### config.mk
export PLATFORM = sky130hd
export DESIGN_NAME = obi_master
export DESIGN_NICKNAME = d
export VERILOG_FILES = /design/src/verilog/obi_pkg.sv /design/src/verilog/obi_master.sv
export SDC_FILE = /design/constraint.sdc
export NUM_CORES = 1
export LEC_CHECK = 0
export ABC_AREA = 1
export BUFFER_PORTS_ARGS = -buffer_cell sky130_fd_sc_hd__clkbuf_2
export CAP_MARGIN = 20
export CORE_AREA = 2 2 126 128
export DETAILED_ROUTE_END_ITERATION = 10
export DIE_AREA = 0 0 128 130
export PLACE_DENSITY = 0.66
export SETUP_SLACK_MARGIN = 0.1
export SYNTH_ARGS = -nofsm -noshare
export SYNTH_HDL_FRONTEND = slang
export SYNTH_SLANG_ARGS = --single-unit
### constraint.sdc
create_clock -name clk_i -period 3.7 [get_ports clk_i]
set_input_delay 0.74 -clock clk_i [delete_from_list [all_inputs] [get_ports clk_i]]
set_output_delay 0.74 -clock clk_i [all_outputs]
set_load 0.01 [all_outputs]
### src/verilog/obi_pkg.sv
// --------------------------------------------------
// OBI harness package
// Bus widths, command and FSM encodings, and the
// request and response bundles for both OBI ports
// --------------------------------------------------

package obi_pkg;

    // --------------------------------------------------
    // Bus geometry
    // --------------------------------------------------
    localparam int unsigned ADDR_WIDTH     = 32;
    localparam int unsigned DATA_WIDTH     = 32;
    localparam int unsigned BE_WIDTH       = 4;
    // Word index into the shared memory, 1024 words
    localparam int unsigned RAM_ADDR_WIDTH = 10;

    // Command opcodes seen by the master
    typedef enum logic [1:0] {
        OP_READ  = 2'd0,
        OP_WRITE = 2'd1,
        OP_FETCH = 2'd2
    } mem_op_e;

    // Master transaction FSM
    typedef enum logic [1:0] {
        ST_IDLE = 2'd0,
        ST_REQ  = 2'd1,
        ST_RSP  = 2'd2,
        ST_DONE = 2'd3
    } mst_state_e;

    // --------------------------------------------------
    // Bundles
    // --------------------------------------------------
    // One command from the outside world
    typedef struct packed {
        mem_op_e                 op;
        logic [ADDR_WIDTH-1:0]   addr;
        logic [DATA_WIDTH-1:0]   wdata;
        logic [BE_WIDTH-1:0]     be;
    } mem_cmd_t;

    // Address phase plus side-band, master to memory
    typedef struct packed {
        logic                    req;
        logic                    reqpar;
        logic                    we;
        logic [BE_WIDTH-1:0]     be;
        logic [ADDR_WIDTH-1:0]   addr;
        logic [DATA_WIDTH-1:0]   wdata;
        logic                    rready;
    } obi_req_t;

    // Grant and response phase, memory to master
    typedef struct packed {
        logic                    gnt;
        logic                    rvalid;
        logic [DATA_WIDTH-1:0]   rdata;
        logic                    err;
    } obi_rsp_t;

endpackage

### src/verilog/obi_master.sv
// --------------------------------------------------
// OBI command master
// Turns one strobed command into a single OBI transfer
// on the instruction or data port, core style
// --------------------------------------------------
`timescale 1ns/10ps

module obi_master (
    input  logic                clk_i,
    input  logic                rst_i,
    input  logic                cmd_valid_i,
    input  obi_pkg::mem_cmd_t   cmd_i,
    output logic                busy_o,
    output logic                done_o,
    output logic [31:0]         rdata_o,
    output logic                err_o,
    output obi_pkg::obi_req_t   instr_req_o,
    input  obi_pkg::obi_rsp_t   instr_rsp_i,
    output obi_pkg::obi_req_t   data_req_o,
    input  obi_pkg::obi_rsp_t   data_rsp_i
);
    import obi_pkg::*;

    mst_state_e             state_q;
    mst_state_e             state_d;
    // Latched command, held for the whole transaction
    mem_cmd_t               cmd_q;
    logic                   is_fetch;
    logic                   req_active;
    // Response of whichever port carries the command
    obi_rsp_t               sel_rsp;
    logic [DATA_WIDTH-1:0]  rdata_q;
    logic                   err_q;

    assign is_fetch   = (cmd_q.op == OP_FETCH);
    assign req_active = (state_q == ST_REQ);
    assign sel_rsp    = is_fetch ? instr_rsp_i : data_rsp_i;

    // --------------------------------------------------
    // Transaction FSM
    // --------------------------------------------------
    always_comb begin
        state_d = state_q;
        case (state_q)
            ST_IDLE: begin
                // Strobes only count while idle
                if (cmd_valid_i) begin
                    state_d = ST_REQ;
                end
            end
            ST_REQ: begin
                // Address phase ends on the grant cycle
                if (sel_rsp.gnt) begin
                    state_d = ST_RSP;
                end
            end
            ST_RSP: begin
                if (sel_rsp.rvalid) begin
                    state_d = ST_DONE;
                end
            end
            ST_DONE: begin
                state_d = ST_IDLE;
            end
            default: begin
                state_d = ST_IDLE;
            end
        endcase
    end

    always_ff @(posedge clk_i) begin
        if (rst_i) begin
            state_q <= ST_IDLE;
        end else begin
            state_q <= state_d;
        end
    end

    // Command and result registers
    always_ff @(posedge clk_i) begin
        if (state_q == ST_IDLE && cmd_valid_i) begin
            cmd_q <= cmd_i;
        end
        // Capture the response phase once it arrives
        if (state_q == ST_RSP && sel_rsp.rvalid) begin
            rdata_q <= sel_rsp.rdata;
            err_q   <= sel_rsp.err;
        end
    end

    // --------------------------------------------------
    // Instruction port
    // --------------------------------------------------
    always_comb begin
        instr_req_o.req    = req_active & is_fetch;
        // Request parity is the inverted req
        instr_req_o.reqpar = ~(req_active & is_fetch);
        // Fetches are full-word reads only
        instr_req_o.we     = 1'b0;
        instr_req_o.be     = '1;
        instr_req_o.addr   = {cmd_q.addr[ADDR_WIDTH-1:2], 2'b00};
        instr_req_o.wdata  = '0;
        instr_req_o.rready = 1'b1;
    end

    // --------------------------------------------------
    // Data port
    // --------------------------------------------------
    always_comb begin
        data_req_o.req    = req_active & ~is_fetch;
        data_req_o.reqpar = ~(req_active & ~is_fetch);
        data_req_o.we     = (cmd_q.op == OP_WRITE);
        data_req_o.be     = cmd_q.be;
        data_req_o.addr   = cmd_q.addr;
        data_req_o.wdata  = cmd_q.wdata;
        // No back-pressure on the response phase
        data_req_o.rready = 1'b1;
    end

    // Status towards the command side
    assign busy_o  = (state_q != ST_IDLE);
    assign done_o  = (state_q == ST_DONE);
    assign rdata_o = rdata_q;
    assign err_o   = err_q;

endmodule

==> impl_metrics.xml <==
<?xml version="1.0" encoding="UTF-8"?>
<metrics>
  <group name="logic_synthesis">
    <metric name="post_synth_inst_count" unit="">392</metric>
    <metric name="xor_and_xnor_area_share_after_synthesis" unit="">0</metric>
    <metric name="syn_avg_cell_area" unit="sq um">12.3</metric>
    <metric name="largest_area_contributor_in_the_netlist" unit="">sky130_fd_sc_hd__edfxtp_1</metric>
    <metric name="synth_register_bits" unit="">105</metric>
    <metric name="synth-simple-area-share" unit="">0.101</metric>
    <metric name="synth_adder_area_share" unit="">0.0130</metric>
    <metric name="synth_seq_area_share" unit="">0.651</metric>
    <metric name="yosysTopAreaCellShare" unit="">0.643</metric>
    <metric name="syn-cell-area" unit="sq um">4810</metric>
    <metric name="yosysUniqueCellTypes" unit="">17</metric>
    <metric name="synth_top_family_by_area" unit="">buffers and inverters</metric>
    <metric name="synth_compound_area_frac" unit="">0.00156</metric>
    <metric name="post_synth_mux_area_share" unit="">0</metric>
    <metric name="synth_top_cells_by_area" unit="">sky130_fd_sc_hd__edfxtp_1 64%, sky130_fd_sc_hd__buf_4 22%, sky130_fd_sc_hd__nand2_1 8.2%, sky130_fd_sc_hd__ha_1 1.3%, sky130_fd_sc_hd__dfxtp_1 0.83%</metric>
    <metric name="yosys_warnings" unit="">0</metric>
  </group>
  <group name="grt">
    <metric name="grtUsageTotal" unit="">0.126</metric>
    <metric name="grt_start_max_net_pins" unit="">71</metric>
    <metric name="antenna_found_initial" unit="">0</metric>
    <metric name="grt_pass1_vias" unit="">2697</metric>
    <metric name="grt_overflow_total" unit="">0</metric>
    <metric name="first_pass_grt_wire_length" unit="mm">14.9</metric>
  </group>
  <group name="placement">
    <metric name="place.gp.congestion" unit="">0.764</metric>
    <metric name="dpl_worst_slack" unit="ns">1.38</metric>
    <metric name="count_of_buffers_from_port_buffering" unit="">280</metric>
    <metric name="dpl.hpwl" unit="mm">9.22</metric>
  </group>
  <group name="sta">
    <metric name="timing.clock.skew" unit="ns">0.00666</metric>
    <metric name="postLayoutSetupSlackWorst" unit="ns">1.11</metric>
    <metric name="finalHoldViolCount" unit="">0</metric>
    <metric name="setup-tns-final" unit="ns">0</metric>
    <metric name="timing.slew.headroom" unit="">0.406</metric>
    <metric name="worst_slew_pin_slew" unit="ns">0.891</metric>
    <metric name="rsz0062_at_grt" unit="">false</metric>
    <metric name="top_achievable_clock_speed" unit="MHz">385</metric>
    <metric name="period_needed" unit="ns">2.59</metric>
    <metric name="drv_slew" unit="">0</metric>
    <metric name="setup_viol_count_final" unit="">0</metric>
    <metric name="holdWs" unit="ns">0.529</metric>
    <metric name="timing.final.crit_share" unit="">0.701</metric>
  </group>
  <group name="critical_path">
    <metric name="cp_max_fo" unit="">37</metric>
    <metric name="worst-r2r-setup-slack" unit="ns">1.88</metric>
    <metric name="worst_setup_path_startpoint" unit="">cmd_q[69]$_DFFE_PP_</metric>
    <metric name="kind_of_start_point_of_the_critical_path" unit="">flip-flop</metric>
    <metric name="arrival" unit="ns">1.85</metric>
    <metric name="timing_worst_setup_path_type" unit="">reg2out</metric>
    <metric name="worstSetupEndpoint" unit="">data_req_o[70]</metric>
    <metric name="timing.critical_path.slowest_stage_cell" unit="">sky130_fd_sc_hd__edfxtp_1</metric>
    <metric name="cp.buffers_inverters" unit="">3</metric>
    <metric name="r2r_start" unit="">cmd_q[69]$_DFFE_PP_</metric>
    <metric name="critPathCaptureType" unit="">output pin</metric>
    <metric name="cp_top_family" unit="">simple AND/OR/NAND/NOR gates</metric>
    <metric name="worst-endpoint-required" unit="ns">2.96</metric>
    <metric name="timing.critical_path.cells" unit="">nand2_4, inv_2, nor2_1, inv_1, clkbuf_2</metric>
    <metric name="r2r_end" unit="">rdata_o[24]$_DFFE_PP_</metric>
    <metric name="timing.critical_path.depth" unit="">5</metric>
    <metric name="max_stage_delay" unit="ns">0.47</metric>
    <metric name="reg2reg_depth" unit="">4</metric>
  </group>
  <group name="final_layout">
    <metric name="area.growth.synth_to_final" unit="%">22.0</metric>
    <metric name="drive_above_1_share" unit="">0.524</metric>
    <metric name="most-common-layout-cells" unit="">280 x sky130_fd_sc_hd__clkbuf_2, 105 x sky130_fd_sc_hd__nand2_1, 103 x sky130_fd_sc_hd__edfxtp_1, 41 x sky130_fd_sc_hd__conb_1</metric>
    <metric name="final_net_count" unit="">727</metric>
    <metric name="antenna-diode-count" unit="">0</metric>
    <metric name="layout.filler_cells" unit="">1521</metric>
    <metric name="most_common_cell_after_layout_fill_and_taps_aside" unit="">sky130_fd_sc_hd__clkbuf_2</metric>
  </group>
  <group name="flow_run">
    <metric name="drv_cap" unit="">0</metric>
  </group>
  <group name="status">
    <metric name="run_status" unit="">complete, no violations</metric>
  </group>
  <group name="clocking">
    <metric name="insertion_delay_to_the_later_sink_of_the_worst_skew_pair" unit="ns">0.35</metric>
    <metric name="cts-buffers-inserted" unit="">9</metric>
    <metric name="cts-htree-levels" unit="">3</metric>
    <metric name="max-clock-path-buffers" unit="">2</metric>
    <metric name="master_cell_of_the_clock_root_buffer" unit="">sky130_fd_sc_hd__clkbuf_16</metric>
    <metric name="post_cts_hold_buffer_count" unit="">0</metric>
    <metric name="post-cts-setup-buffer-count" unit="">0</metric>
    <metric name="tritoncts_num_sinks" unit="">105</metric>
    <metric name="clock_tree_from_tritoncts" unit="">built</metric>
    <metric name="cts_resized" unit="">0</metric>
    <metric name="path_clk_slew" unit="ns">0.07</metric>
  </group>
  <group name="floorplan">
    <metric name="die_height" unit="um">130</metric>
    <metric name="floorplan.die_area" unit="sq um">16600</metric>
    <metric name="dieWidth" unit="um">128</metric>
    <metric name="standard_cell_row_count" unit="">46</metric>
    <metric name="coreArea" unit="sq um">15400</metric>
    <metric name="ioPinCount" unit="">322</metric>
    <metric name="initial_utilization" unit="">0.312</metric>
  </group>
  <group name="hold_path">
    <metric name="hold_path_startpoint" unit="">state_q[1]$_SDFFE_PP0P_</metric>
    <metric name="class_of_the_most_critical_hold_timing_path" unit="">reg2reg</metric>
  </group>
  <group name="drt">
    <metric name="drt.antenna.violating_nets" unit="">0</metric>
    <metric name="drc_errors" unit="">0</metric>
    <metric name="route.vias.total" unit="">3051</metric>
    <metric name="route.detailed.wl_per_inst" unit="um">14.5</metric>
    <metric name="post_drt_via_cell_ratio" unit="">3.93</metric>
    <metric name="routed_wirelength" unit="mm">11.3</metric>
    <metric name="drt_pass_1_iters" unit="">4</metric>
    <metric name="initialDrtViolationCount" unit="">87</metric>
  </group>
  <group name="power">
    <metric name="p_per_area" unit="nW/um^2">614</metric>
    <metric name="leakage_power" unit="nW">2.87</metric>
    <metric name="ir_drop" unit="mV">0.201</metric>
  </group>
</metrics>
logic make-up after synthesis:
family / Yosys count
adders and majority gates: 5
DFF: 105
other: 2
buffers and inverters: 157
and+or+nand+nor: 122
AOI/OAI and AO/OA: 1
layer usage:
metal / global-route usage / routed length [um]
met4: 0.0730 / 316
met2: 0.222 / 5770
met5: 0 / 0
met1: 0.133 / 4100
met3: 0.0406 / 1080
worst min-delay path by stage:
stage                                     to  slack (ns)  cells past startpoint
global placement     state_q[1]$_SDFFE_PP0P_        0.51                      2
floorplan            state_q[1]$_SDFFE_PP0P_        0.50                      2
global route        data_req_o[55]$_DFFE_PP_        0.54                      1
detailed placement   state_q[1]$_SDFFE_PP0P_        0.52                      2
CTS                  state_q[1]$_SDFFE_PP0P_        0.53                      2
finish               state_q[1]$_SDFFE_PP0P_        0.53                      2
sequential cells by signal, indices dropped and copies added, names as in the netlist:
name,flops
rdata_o,32
state_q,2
data_req_o,68
err_o,1
cmd_q,2
worst reg2reg max path, cell delays in order, from the launching register on:
cell and delay [ns]:
sky130_fd_sc_hd__edfxtp_1 0.47, sky130_fd_sc_hd__nand2_4 0.34, sky130_fd_sc_hd__nand2_1 0.19, sky130_fd_sc_hd__a21boi_4 0.28, sky130_fd_sc_hd__buf_12 0.23
synth_stat cells:
cell / number
sky130_fd_sc_hd__a21boi_0: 1
sky130_fd_sc_hd__buf_2: 3
sky130_fd_sc_hd__buf_4: 139
sky130_fd_sc_hd__clkbuf_1: 3
sky130_fd_sc_hd__conb_1: 2
sky130_fd_sc_hd__dfxtp_1: 2
sky130_fd_sc_hd__edfxtp_1: 103
sky130_fd_sc_hd__ha_1: 5
sky130_fd_sc_hd__inv_1: 10
sky130_fd_sc_hd__inv_2: 2
sky130_fd_sc_hd__nand2_1: 105
sky130_fd_sc_hd__nand2_4: 1
sky130_fd_sc_hd__nand3_1: 2
sky130_fd_sc_hd__nand3_2: 2
sky130_fd_sc_hd__nand4_1: 2
sky130_fd_sc_hd__nor2_1: 9
sky130_fd_sc_hd__nor2_2: 1
through the flow:
stage / utilization / cell area [sq um] / std cells / total power, W
after floorplan: - / 4960 / 431 / 0.00252
after global placement: 0.360 / 5550 / 759 / 0.00266
after detailed placement: 0.360 / 5550 / 759 / 0.00268
after CTS: 0.380 / 5850 / 775 / 0.00366
after global routing: 0.381 / 5870 / 776 / 0.00380
final: 0.381 / 5870 / 776 / 0.00361
final cells by class:
cell class	count	area, sq um	area share
clock buffer	9	225	0.0383
inverter	12	45.0	0.00767
clock inverter	7	78.8	0.0134
tap	192	240	0.0409
sequential	105	3130	0.533
timing repair buffer	282	1430	0.243
multi-input combinational	169	723	0.123
power by group:
part           internal (W)  switching [W]
Clock              0.000532       0.000439
Sequential          0.00162      0.0000954
Combinational      0.000327       0.000589
Power figures use the tool's default switching activity.
